--- src/aluPkg.sv ---
`default_nettype none

package aluPkg;

	// Operand and result sizes of the request and result words
	localparam int operandBits = 32;
	localparam int resultWidth = 64;

	// Bit 0 is the subtract flag, bit 1 the negate flag
	// Shifts are 1 1 arith rotate right
	typedef enum logic [4:0] {
		OP_NOT  = 5'b00001,
		OP_AND  = 5'b00010,
		OP_OR   = 5'b00011,
		OP_ADD  = 5'b00100,
		OP_SUB  = 5'b00101,
		OP_NEG  = 5'b00111,
		OP_MUL  = 5'b01000,
		OP_DIV  = 5'b01001,
		OP_SHL  = 5'b11000,
		OP_SHR  = 5'b11001,
		OP_ROL  = 5'b11010,
		OP_ROR  = 5'b11011,
		OP_SHLA = 5'b11100,
		OP_SHRA = 5'b11101
	} AluOp;

	// Unit that finishes a request
	typedef enum logic [2:0] {
		UNIT_SIMPLE = 3'd0,
		UNIT_MUL    = 3'd1,
		UNIT_DIV    = 3'd2,
		UNIT_NONE   = 3'd3
	} ExecUnit;

	// Request as presented at the top level
	typedef struct packed {
		AluOp op;
		logic [operandBits-1:0] a;
		logic [operandBits-1:0] b;
	} AluReq;

	// Decoded request held for the execute stage
	typedef struct packed {
		ExecUnit unit;
		AluOp op;
		logic [operandBits-1:0] a;
		logic [operandBits-1:0] b;
	} ExecCtrl;

	// Quotient low, remainder high for DIV; full product for MUL
	typedef logic [resultWidth-1:0] AluResult;

endpackage

`default_nettype wire

--- src/aluDecode.sv ---
`timescale 1ns/1ps
`default_nettype none

module aluDecode import aluPkg::*; #(
	parameter int dataWidth = 32
) (
	input logic finished,
	input logic rst,
	input logic start,
	input AluReq req,
	input logic busy,
	output logic execValid,
	output ExecCtrl ctrl
);

	// Only the low dataWidth bits of each operand take part
	localparam logic [operandBits-1:0] operandMask = operandBits'({dataWidth{1'b1}});

	logic accept;

	// Classify by bit fields so undefined codes fall out as UNIT_NONE
	function automatic ExecUnit classify(input logic [4:0] code);
		ExecUnit unit;
		unit = UNIT_NONE;
		case (code[4:3])
			// Shift group, arith and rotate together is undefined
			2'b11: if (!(code[2] && code[1])) unit = UNIT_SIMPLE;
			2'b01: if (code[2:1] == 2'b00) unit = code[0] ? UNIT_DIV : UNIT_MUL;
			2'b00: begin
				// Logic ops 000xx except 00000
				if (!code[2] && code[1:0] != 2'b00) unit = UNIT_SIMPLE;
				// Add group, negate needs the subtract flag too
				if (code[2] && code[1:0] != 2'b10) unit = UNIT_SIMPLE;
			end
			default: unit = UNIT_NONE;
		endcase
		return unit;
	endfunction

	assign accept = start && !busy;

	always_ff @(posedge finished) begin
		if (rst) begin
			execValid <= 1'b0;
		end else begin
			execValid <= accept;
		end
	end

	// Held until the next accepted start
	always_ff @(posedge finished) begin
		if (accept) begin
			ctrl.unit <= classify(req.op);
			ctrl.op <= req.op;
			ctrl.a <= req.a & operandMask;
			ctrl.b <= req.b & operandMask;
		end
	end

endmodule

`default_nettype wire

--- src/aluDivider.sv ---
`timescale 1ns/1ps
`default_nettype none

module aluDivider import aluPkg::*; #(
	parameter int dataWidth = 32
) (
	input logic finished,
	input logic rst,
	input logic execValid,
	input ExecCtrl ctrl,
	output logic done,
	output AluResult value
);

	localparam int countWidth = $clog2(dataWidth);

	logic load;
	logic running;
	logic lastStep;
	logic [countWidth-1:0] stepCount;
	logic [dataWidth-1:0] divisor;
	logic [dataWidth-1:0] remainder;
	// Dividend shifts out the top while quotient bits enter the bottom
	logic [dataWidth-1:0] quotient;
	logic [dataWidth:0] shiftedRem;
	logic [dataWidth:0] trial;
	logic borrow;

	assign load = execValid && (ctrl.unit == UNIT_DIV);
	assign lastStep = running && (stepCount == countWidth'(dataWidth - 1));

	// Next dividend bit into the partial remainder, then trial subtract
	assign shiftedRem = {remainder, quotient[dataWidth-1]};
	assign trial = shiftedRem - {1'b0, divisor};
	assign borrow = trial[dataWidth];

	always_ff @(posedge finished) begin
		if (rst) begin
			running <= 1'b0;
			done <= 1'b0;
			stepCount <= '0;
		end else begin
			done <= lastStep;
			if (load) begin
				running <= 1'b1;
				stepCount <= '0;
			end else if (running) begin
				running <= !lastStep;
				stepCount <= stepCount + 1'b1;
			end
		end
	end

	always_ff @(posedge finished) begin
		if (load) begin
			divisor <= ctrl.b[dataWidth-1:0];
			remainder <= '0;
			quotient <= ctrl.a[dataWidth-1:0];
		end else if (running) begin
			// Restore on borrow, otherwise keep the difference
			if (borrow) begin
				remainder <= shiftedRem[dataWidth-1:0];
			end else begin
				remainder <= trial[dataWidth-1:0];
			end
			quotient <= {quotient[dataWidth-2:0], !borrow};
		end
	end

	// Divide by zero never borrows, so quotient is all ones and remainder is A
	assign value = AluResult'({remainder, quotient});

endmodule

`default_nettype wire

--- src/aluMultiplier.sv ---
`timescale 1ns/1ps
`default_nettype none

module aluMultiplier import aluPkg::*; #(
	parameter int dataWidth = 32
) (
	input logic finished,
	input logic rst,
	input logic execValid,
	input ExecCtrl ctrl,
	output logic done,
	output AluResult value
);

	localparam int countWidth = $clog2(dataWidth);

	logic load;
	logic running;
	logic lastStep;
	logic [countWidth-1:0] stepCount;
	logic [2*dataWidth-1:0] mcand;
	logic [dataWidth-1:0] mplier;
	logic [2*dataWidth-1:0] product;

	assign load = execValid && (ctrl.unit == UNIT_MUL);
	assign lastStep = running && (stepCount == countWidth'(dataWidth - 1));

	// Step counter and done pulse
	always_ff @(posedge finished) begin
		if (rst) begin
			running <= 1'b0;
			done <= 1'b0;
			stepCount <= '0;
		end else begin
			done <= lastStep;
			if (load) begin
				running <= 1'b1;
				stepCount <= '0;
			end else if (running) begin
				running <= !lastStep;
				stepCount <= stepCount + 1'b1;
			end
		end
	end

	// Shift-add, one multiplier bit per cycle, LSB first
	always_ff @(posedge finished) begin
		if (load) begin
			mcand <= {{dataWidth{1'b0}}, ctrl.a[dataWidth-1:0]};
			mplier <= ctrl.b[dataWidth-1:0];
			product <= '0;
		end else if (running) begin
			if (mplier[0]) begin
				product <= product + mcand;
			end
			mcand <= mcand << 1;
			mplier <= mplier >> 1;
		end
	end

	assign value = AluResult'(product);

endmodule

`default_nettype wire

--- src/aluResult.sv ---
`timescale 1ns/1ps
`default_nettype none

module aluResult import aluPkg::*; #(
	parameter int dataWidth = 32
) (
	input logic finished,
	input logic rst,
	input logic start,
	input logic execValid,
	input ExecCtrl ctrl,
	input AluResult simpleValue,
	input logic mulDone,
	input logic divDone,
	input AluResult mulValue,
	input AluResult divValue,
	output AluResult out,
	output logic done,
	output logic busy
);

	localparam AluResult simpleMask = AluResult'({dataWidth{1'b1}});

	logic accept;
	logic simpleIssue;
	logic simplePending;
	logic finishing;

	assign accept = start && !busy;
	assign simpleIssue = execValid && (ctrl.unit == UNIT_SIMPLE || ctrl.unit == UNIT_NONE);
	assign finishing = simplePending || mulDone || divDone;

	always_ff @(posedge finished) begin
		if (rst) begin
			busy <= 1'b0;
			done <= 1'b0;
			simplePending <= 1'b0;
			out <= '0;
		end else begin
			// Single-cycle path gets a full cycle before capture, ctrl is still held
			simplePending <= simpleIssue;
			done <= finishing;
			if (simplePending) begin
				out <= (ctrl.unit == UNIT_NONE) ? '0 : (simpleValue & simpleMask);
			end else if (mulDone) begin
				out <= mulValue;
			end else if (divDone) begin
				out <= divValue;
			end
			if (finishing) begin
				busy <= 1'b0;
			end else if (accept) begin
				busy <= 1'b1;
			end
		end
	end

endmodule

`default_nettype wire

--- src/aluSimpleExec.sv ---
`timescale 1ns/1ps
`default_nettype none

module aluSimpleExec import aluPkg::*; #(
	parameter int dataWidth = 32
) (
	input ExecCtrl ctrl,
	output AluResult value
);

	localparam int shiftWidth = $clog2(dataWidth);

	logic [dataWidth-1:0] a;
	logic [dataWidth-1:0] b;
	logic subFlag;
	logic negFlag;
	logic [dataWidth-1:0] opA;
	logic [dataWidth-1:0] opB;
	logic [dataWidth-1:0] sum;
	logic arithBit;
	logic rotBit;
	logic rightBit;
	logic [shiftWidth-1:0] amount;
	logic [2*dataWidth-1:0] doubled;
	logic [2*dataWidth-1:0] rotated;
	logic [dataWidth-1:0] shifted;
	logic [dataWidth-1:0] res;

	assign a = ctrl.a[dataWidth-1:0];
	assign b = ctrl.b[dataWidth-1:0];

	// Flags straight from the opcode bits
	assign subFlag = ctrl.op[0];
	assign negFlag = ctrl.op[1];
	assign arithBit = ctrl.op[2];
	assign rotBit = ctrl.op[1];
	assign rightBit = ctrl.op[0];

	// NEG is 0 - A, so A moves to the subtrahend side
	assign opA = negFlag ? '0 : a;
	assign opB = negFlag ? a : b;
	assign sum = opA + (subFlag ? ~opB : opB) + dataWidth'(subFlag);

	assign amount = shiftWidth'(ctrl.b % dataWidth);
	assign doubled = {a, a};

	always_comb begin
		rotated = rightBit ? (doubled >> amount) : (doubled << amount);
		if (rotBit) begin
			shifted = rightBit ? rotated[dataWidth-1:0] : rotated[2*dataWidth-1:dataWidth];
		end else if (rightBit && arithBit) begin
			shifted = $signed(a) >>> amount;
		end else if (rightBit) begin
			shifted = a >> amount;
		end else begin
			// SHLA is the same as SHL
			shifted = a << amount;
		end
	end

	always_comb begin
		case (ctrl.op)
			OP_NOT: res = ~a;
			OP_AND: res = a & b;
			OP_OR: res = a | b;
			OP_ADD, OP_SUB, OP_NEG: res = sum;
			OP_SHL, OP_SHR, OP_ROL, OP_ROR, OP_SHLA, OP_SHRA: res = shifted;
			default: res = '0;
		endcase
	end

	// Upper half stays zero for one-cycle ops
	assign value = AluResult'(res);

endmodule

`default_nettype wire

--- src/aluTop.sv ---
`timescale 1ns/1ps
`default_nettype none

module aluTop import aluPkg::*; #(
	parameter int dataWidth = 32
) (
	input logic finished,
	input logic rst,
	input logic start,
	input AluReq req,
	output AluResult out,
	output logic done,
	output logic busy
);

	logic execValid;
	ExecCtrl ctrl;
	AluResult simpleValue;
	logic mulDone;
	logic divDone;
	AluResult mulValue;
	AluResult divValue;

	// Stage 1
	aluDecode #(.dataWidth(dataWidth)) u_decode (
		.finished(finished),
		.rst(rst),
		.start(start),
		.req(req),
		.busy(busy),
		.execValid(execValid),
		.ctrl(ctrl)
	);

	// Stage 2 units
	aluSimpleExec #(.dataWidth(dataWidth)) u_simple (
		.ctrl(ctrl),
		.value(simpleValue)
	);

	aluMultiplier #(.dataWidth(dataWidth)) u_mul (
		.finished(finished),
		.rst(rst),
		.execValid(execValid),
		.ctrl(ctrl),
		.done(mulDone),
		.value(mulValue)
	);

	aluDivider #(.dataWidth(dataWidth)) u_div (
		.finished(finished),
		.rst(rst),
		.execValid(execValid),
		.ctrl(ctrl),
		.done(divDone),
		.value(divValue)
	);

	// Stage 3, also owns busy
	aluResult #(.dataWidth(dataWidth)) u_result (
		.finished(finished),
		.rst(rst),
		.start(start),
		.execValid(execValid),
		.ctrl(ctrl),
		.simpleValue(simpleValue),
		.mulDone(mulDone),
		.divDone(divDone),
		.mulValue(mulValue),
		.divValue(divValue),
		.out(out),
		.done(done),
		.busy(busy)
	);

endmodule

`default_nettype wire

--- config.mk ---
export PLATFORM = sky130hd
export DESIGN_NAME = aluTop
export DESIGN_NICKNAME = d
export VERILOG_FILES = /design/src/aluPkg.sv /design/src/aluDecode.sv /design/src/aluDivider.sv /design/src/aluMultiplier.sv /design/src/aluResult.sv /design/src/aluSimpleExec.sv /design/src/aluTop.sv
export SDC_FILE = /design/constraint.sdc
export NUM_CORES = 1
export LEC_CHECK = 0
export BUFFER_PORTS_ARGS = -buffer_cell sky130_fd_sc_hd__buf_2
export CAP_MARGIN = 5
export CORE_ASPECT_RATIO = 0.5
export CORE_MARGIN = 1
export CORE_UTILIZATION = 55
export CTS_CLUSTER_SIZE = 40
export DETAILED_ROUTE_END_ITERATION = 10
export GPL_TIMING_DRIVEN = 0
export PLACE_DENSITY = 0.83
export SYNTH_ARGS = -nofsm -noshare
export SYNTH_HDL_FRONTEND = slang
export SYNTH_SLANG_ARGS = --single-unit
--- constraint.sdc ---
create_clock -name finished -period 4.4 [get_ports finished]
set_input_delay 0.66 -clock finished [delete_from_list [all_inputs] [get_ports finished]]
set_output_delay 0.66 -clock finished [all_outputs]
set_load 0.05 [all_outputs]
After elaboration in Yosys (flattened, before gate mapping)
Index checks and enable logic that the tools add are counted.
- add/subtract/negate cells: 6
- $mul: 0
- divide/modulo/power cells: 0
- magnitude comparators: 0
- equality and inequality tests: 20
- shift operators: 5
- muxes and demuxes: 30
- bitwise operators: 4
- reductions and logical operators: 31
- operator list (operator ; number):
    $mux 32 ; 15
    $mux 64 ; 4
    $pmux 32 s5 ; 1
    $add 64x64->64 ; 1
    $not 32->32 ; 2
    $shl 64x5->64 ; 1
    $shr 64x5->64 ; 1
    $eq 5x5->1 const B ; 8
    $sub 33x32->33 ; 1
    $add 32x1->32 ; 1
    $add 32x32->32 ; 1
    $and 32x32->32 ; 1
    $or 32x32->32 ; 1
    $shl 32x5->32 ; 1
    $shr 32x5->32 ; 1
    $sshr 32x5->32 ; 1
    $eq 5x3->1 const B ; 3
    $add 5x1->5 const B ; 2
    $eq 5x2->1 const B ; 2
    $logic_and 1x1->1 ; 10
    $pmux 3 s3 ; 1
    $mux 2 ; 4
    $eq 3x2->1 const B ; 2
    $reduce_bool 2->1 ; 3
    16 further kinds ; 28
- register bits after elaboration: 410
- latch bits: 0
- bits in writable memories: 0
- bits in read-only memories: 0
- input port bits: 72
- output and inout bits: 66
- logic and storage cells: 118
- memories: 0

Logic depth before layout (Yosys ltp)
- word-level depth: 8
- gate-level depth with buffers: 19
- gate-level depth less buffers: 14

By module
A second synthesis with hierarchy kept.
- cells, all modules: 3712
- area, all modules: 31868.1 sq um
- by module, submodules not included (module ; instances ; cells each ; area each (sq um) ; seq. area each (sq um)):
    aluMultiplier ; 1 ; 1225 ; 10146.0 ; 3983.8
    aluSimpleExec ; 1 ; 1385 ; 9902.0 ; 0.0
    aluDivider ; 1 ; 681 ; 6214.7 ; 2702.6
    aluResult ; 1 ; 332 ; 3349.5 ; 1341.3
    aluDecode ; 1 ; 89 ; 2255.9 ; 2152.1

Least setup slack after synthesis
No wires, ideal clock.
- kind: reg2reg
- from: reg, netlist name u_decode.ctrl[65]
- to: reg u_result.out[31]
- library setup time: 0.130 ns
- data arrival time: 4.719 ns
- data required time: 4.270 ns
- setup slack: -0.450 ns
- stages on the path, launching flop included: 19
- path buffers: 5
- clock period less this slack: 4.850 ns
- cells stage by stage: edfxtp_1 buf_2 buf_1 buf_1 buf_1 clkbuf_1 mux2i_1 xnor2_1 ha_1 a21o_1 a21oi_1 o21ai_0 a311o_1 or3_1 o2111ai_1 a211oi_1 or4_1 a31oi_1 o21ai_0
- word-level cells in the longest chain between the ends: 8
- elaborated cells between the ends (all ways): 24
- classes of those cells: add/sub: 2; eq/ne: 12; mux: 7; bitwise: 1; reduce/logical: 2
- RTL lines (element ; line ; text):
    $mux 32 ; aluSimpleExec.sv:41 ; assign opB = negFlag ? a : b;
    $not 32->32 ; aluSimpleExec.sv:42 ; assign sum = opA + (subFlag ? ~opB : opB) + dataWidth'(subFlag);
    $mux 32 ; aluSimpleExec.sv:42 ;
    $add 32x32->32 ; aluSimpleExec.sv:42 ;
    $add 32x1->32 ; aluSimpleExec.sv:42 ;
    $pmux 32 s5 * ; aluSimpleExec.sv:62 ; case (ctrl.op)
    $mux 32 * ; aluResult.sv:44 ; out <= (ctrl.unit == UNIT_NONE) ? '0 : (simpleValue & simpleMask);
    $mux 64 * ; aluResult.sv:43 ; if (simplePending) begin
    end signal: assignment ; aluResult.sv:44 ;
    end signal: assignment ; aluResult.sv:46 ; out <= mulValue;
    end signal: assignment ; aluResult.sv:48 ; out <= divValue;
    end: declaration ; aluResult.sv:17 ; output AluResult out,
Mark *: on every way between the ends. The rest lies on a longest branch, timed or not.
A chain may end at the register's enable or synchronous reset.

Worst setup path in the final report
- from: reg, netlist name u_decode.ctrl[65]
- to: reg u_result.out[31]
- word-level cells in the longest chain between the ends: 8
- elaborated cells between the ends (all ways): 24
- classes of those cells: add/sub: 2; eq/ne: 12; mux: 7; bitwise: 1; reduce/logical: 2
- RTL lines (element ; line):
    $mux 32 ; aluSimpleExec.sv:41
    $not 32->32 ; aluSimpleExec.sv:42
    $mux 32 ; aluSimpleExec.sv:42
    $add 32x32->32 ; aluSimpleExec.sv:42
    $add 32x1->32 ; aluSimpleExec.sv:42
    $pmux 32 s5 * ; aluSimpleExec.sv:62
    $mux 32 * ; aluResult.sv:44
    $mux 64 * ; aluResult.sv:43
Marks and branches as above.

==> key figures <==
Run status
  • Failing checks: setup timing
  • Status: complete, but fails checks

Logic synthesis
  • Cell taking the most area after synthesis: edfxtp_1
  • Seq/Total Area, Yosys: a little over a third
  • Synth warn: 0
  • EDFF count, synth: ~200
  • Mapped Area: between 20,000 and 30,000 um2
  • Synth top area share: 20.7%
  • Synth cell types: between 80 and 90
  • Synth Instances: 3,379
  • Ranking of synthesized cells by area: edfxtp_1 (21%), dfxtp_1 (15%), nand2_1 (7.8%)
  • Asr flop ratio synth: 0%
  • #FFs+latches synth: 409
  • Syn avg cell area: 8.56 um2
  • Mapped Nets: approximately 3,600
  • Main synth FF type: dfxtp_1

Place
  • Hpwl dp: 93,200 um
  • Pre-CTS WS: -2.29 ns
  • GPL Wtd Cong: around 1.1
  • # port buffers: 136

Clocking
  • Post-CTS Hold Buffers: 0
  • Clk buf depth: 3
  • Worst-path clk slew: 0.08 ns
  • CTS root buffer: clkbuf_16
  • Clk sinks: 409
  • H-tree Lvls: 2
  • Clk_lat worst skew: 0.61 ns
  • Num CTS Buffers: 39
  • TritonCTS clock tree: yes

Global routing
  • Vias in the first global route: about 27,000
  • Initial antenna violation count: 6
  • All-Layer GR Usage: about 44%
  • First-pass GRT wire length: between 150,000 and 200,000 um
  • Gr ovfl total: 0
  • Largest net degree at the start of global routing: 65

Critical path
  • CP startpoint kind: flop
  • Critical path's largest stage delay: ~0.57 ns
  • Worst Path Required: 4.86 ns
  • CP delay by family, top: buffers and inverters
  • Crit path max fanout: 10
  • CP Class: flop to flop
  • Worst setup path start: u_decode.ctrl[65]
  • Setup crit end kind: flop
  • Worst r2r src: u_decode.ctrl[65]
  • Worst path cell trace: buf_6 -> buf_12 -> buf_4 -> clkbuf_1 -> nor2b_1 -> ha_1 -> clkbuf_1 -> a21boi_0 -> a311o_1 -> or3_4 -> o2111ai_4 -> a211oi_2 -> or4_4 -> a31oi_4 -> o21ai_1
  • CP bufs+invs: 5
  • CP dominant cell by count: clkbuf_1
  • Crit-path slowest cell: clkbuf_1
  • CP arrival: roughly 5 ns

Routing
  • Initial DRC count: approximately 3,900
  • Drt drc: 0
  • Via density: ~6.7
  • Final Routed Wirelength: approximately 120,000 um
  • Pre-Repair DR Iteration Count: 6
  • Wire per inst: 28.1 um
  • Routed Antenna Nets: 0
  • Vias post-DR: roughly 29,000

Final layout
  • Layout Area Growth over Synthesis: 11.9%
  • Post-layout util: around 63%
  • Layout cells sized above 1: around an eighth
  • Post-layout nets: 3,787
  • Fillers: about 4,300

STA
  • Fin. max-slew vios: 0
  • Final worst slack: -0.120 ns
  • Slew at the pin with the worst max-slew slack: 1.39 ns
  • Fin crit share: 103%
  • Skew final: around 0.031 ns
  • Fin crit period: approximately 4.5 ns
  • Max Fclk: approximately 0.22 GHz
  • Final Hold Vio Count: 0
  • RSZ-0062 raised after global routing: yes
  • Slew HR: under 10%
  • Worst hold slack: ~0.22 ns
  • Setup violators final: 2

Worst hold path
  • Min-Delay Path Class: input pin to flop
  • Hold Crit Start: req[54]

Floorplanning
  • Chip height: ~160 um
  • Chip width: roughly 330 um
  • Initial core utilization: around 57%
  • Top Ports: about 140
  • Die area: 53,600 um2
  • Row cnt: 58
  • Core box area: 51,100 um2

Pwr
  • Pwr Total: about 0.013 W
  • Static leakage: 13.0 nW
  • Max IR drop VDD: 485 uV
  • Pwr dens: between 400 and 500 nW/um2

Flow run
  • Max-Cap Viols: 0
==> worst reg2reg max path, cell delays in order (launching register included) <==
cell and delay, ns:
edfxtp_1 0.43, buf_6 0.17, buf_12 0.14, buf_4 0.12, clkbuf_1 0.57, nor2b_1 0.20, ha_1 0.31, clkbuf_1 0.24
a21boi_0 0.20, a311o_1 0.39, or3_4 0.43, o2111ai_4 0.23, a211oi_2 0.12, or4_4 0.57, a31oi_4 0.20, o21ai_1 0.08
==> power breakdown <==
group | switching (W) | total (W) | leakage [nW] | internal [W]
logic | 0.00301 | 0.00486 | 8.74 | 0.00185
clock network | 0.00170 | 0.00366 | 0.665 | 0.00196
registers | 0.000516 | 0.00489 | 3.56 | 0.00438
total | 0.00522 | 0.0134 | 13.0 | 0.00819
==> area by class of cell <==
cell class	instances	area (um2)	area share [%]
antenna	6	15.0	0.0464
tap	690	863	2.67
inverter	85	319	0.986
timing repair buffer	166	955	2.95
sequential	409	10200	31.4
clock inverter	22	260	0.804
buffer	243	1110	3.42
multi-input combinational	2636	17600	54.4
clock buffer	49	1080	3.33
==> cells in the mapped netlist, types with 28 or more instances <==
library cell	count
clkbuf_1	183
mux4_2	75
a21oi_1	294
o21ai_0	216
nor2b_1	44
o221ai_1	28
buf_1	39
mux2i_1	190
a31oi_1	40
a211oi_1	36
nor2_1	277
a21o_1	52
dfxtp_1	210
nor3_1	75
nand3_1	43
inv_1	83
o21a_1	29
xnor2_1	92
edfxtp_1	199
xor2_1	42
nand2_1	600
ha_1	132
==> sequential cells by signal, indices dropped and copies added, names as in the netlist <==
signal / flops
u_div.divisor: 32
u_result.busy: 1
u_mul.stepCount: 5
u_mul.done: 1
u_mul.value: 64
u_div.remainder: 32
u_div.running: 1
u_div.done: 1
u_result.done: 1
u_mul.running: 1
u_decode.ctrl: 71
u_div.stepCount: 5
u_result.out: 64
u_result.simplePending: 1
u_decode.execValid: 1
u_mul.mcand: 64
u_div.quotient: 32
u_mul.mplier: 32
==> placed cells by master, fill, tap and decap left out, types with 24 or more instances in the layout <==
| cell type | n |
|---|---|
| a21oi_1 | 293 |
| buf_4 | 32 |
| a31oi_1 | 37 |
| clkbuf_1 | 172 |
| o21ai_0 | 210 |
| a21o_1 | 52 |
| xor2_1 | 41 |
| nor2_1 | 277 |
| a211oi_1 | 35 |
| xnor2_1 | 92 |
| nand2_1 | 600 |
| o211ai_1 | 24 |
| nor2b_1 | 43 |
| mux4_2 | 75 |
| dfxtp_1 | 210 |
| nand4_1 | 26 |
| edfxtp_1 | 199 |
| inv_1 | 84 |
| clkbuf_16 | 40 |
| nor3_1 | 75 |
| o21a_1 | 29 |
| buf_2 | 161 |
| mux2i_1 | 188 |
| nand3_1 | 43 |
| ha_1 | 132 |
| o221ai_1 | 27 |
==> final timing paths <==
check	endpoint	slack, ns	depth (start not counted)
max	u_result.out[31]	-0.12	15
min	u_decode.ctrl[54]	0.22	1
max reg2reg	u_result.out[31]	-0.12	15
min reg2reg	u_result.out[57]	0.45	2
==> layer usage <==
metal | vias to the layer above | GRT usage (%) | part of all wire [%] | wire length, um
li1 | 12700 | - | - | -
met1 | 13800 | 56.8 | 39 | 46600
met2 | 2046 | 68.3 | 43 | 51700
met3 | 417 | 10.8 | 12 | 14900
met4 | 2 | 23.8 | 6.3 | 7590
met5 | - | 0 | 0.0083 | 10
==> cell families after synthesis <==
kind of cell,share of synthesized area [%]
fa+ha+maj,5.92
mux,13.0
xor+xnor,4.17
simple gates,18.0
flops,35.2
compound gates,19.2
buf+inv,4.54
==> through the flow <==
| stage | instance area, um2 | setup TNS, ns | instances |
|---|---|---|---|
| after CTS | 32100 | -0.0190 | 4282 |
| after global routing | 32400 | -0.242 | 4300 |
| after global placement | 30500 | -176.72 | 4205 |
| after detailed placement | 30500 | -49.28 | 4207 |
| final | 32400 | -0.136 | 4306 |
| after floorplan | 28900 | -0.147 | 3379 |
==> what timing repair did <==
item,in CTS,in global routing
buffers inserted,10,16
pin swaps,9,14
cloned,0,1
resized for setup,59,21
endpoints found under the setup margin,30,15
Power figures use the tool's default switching activity.
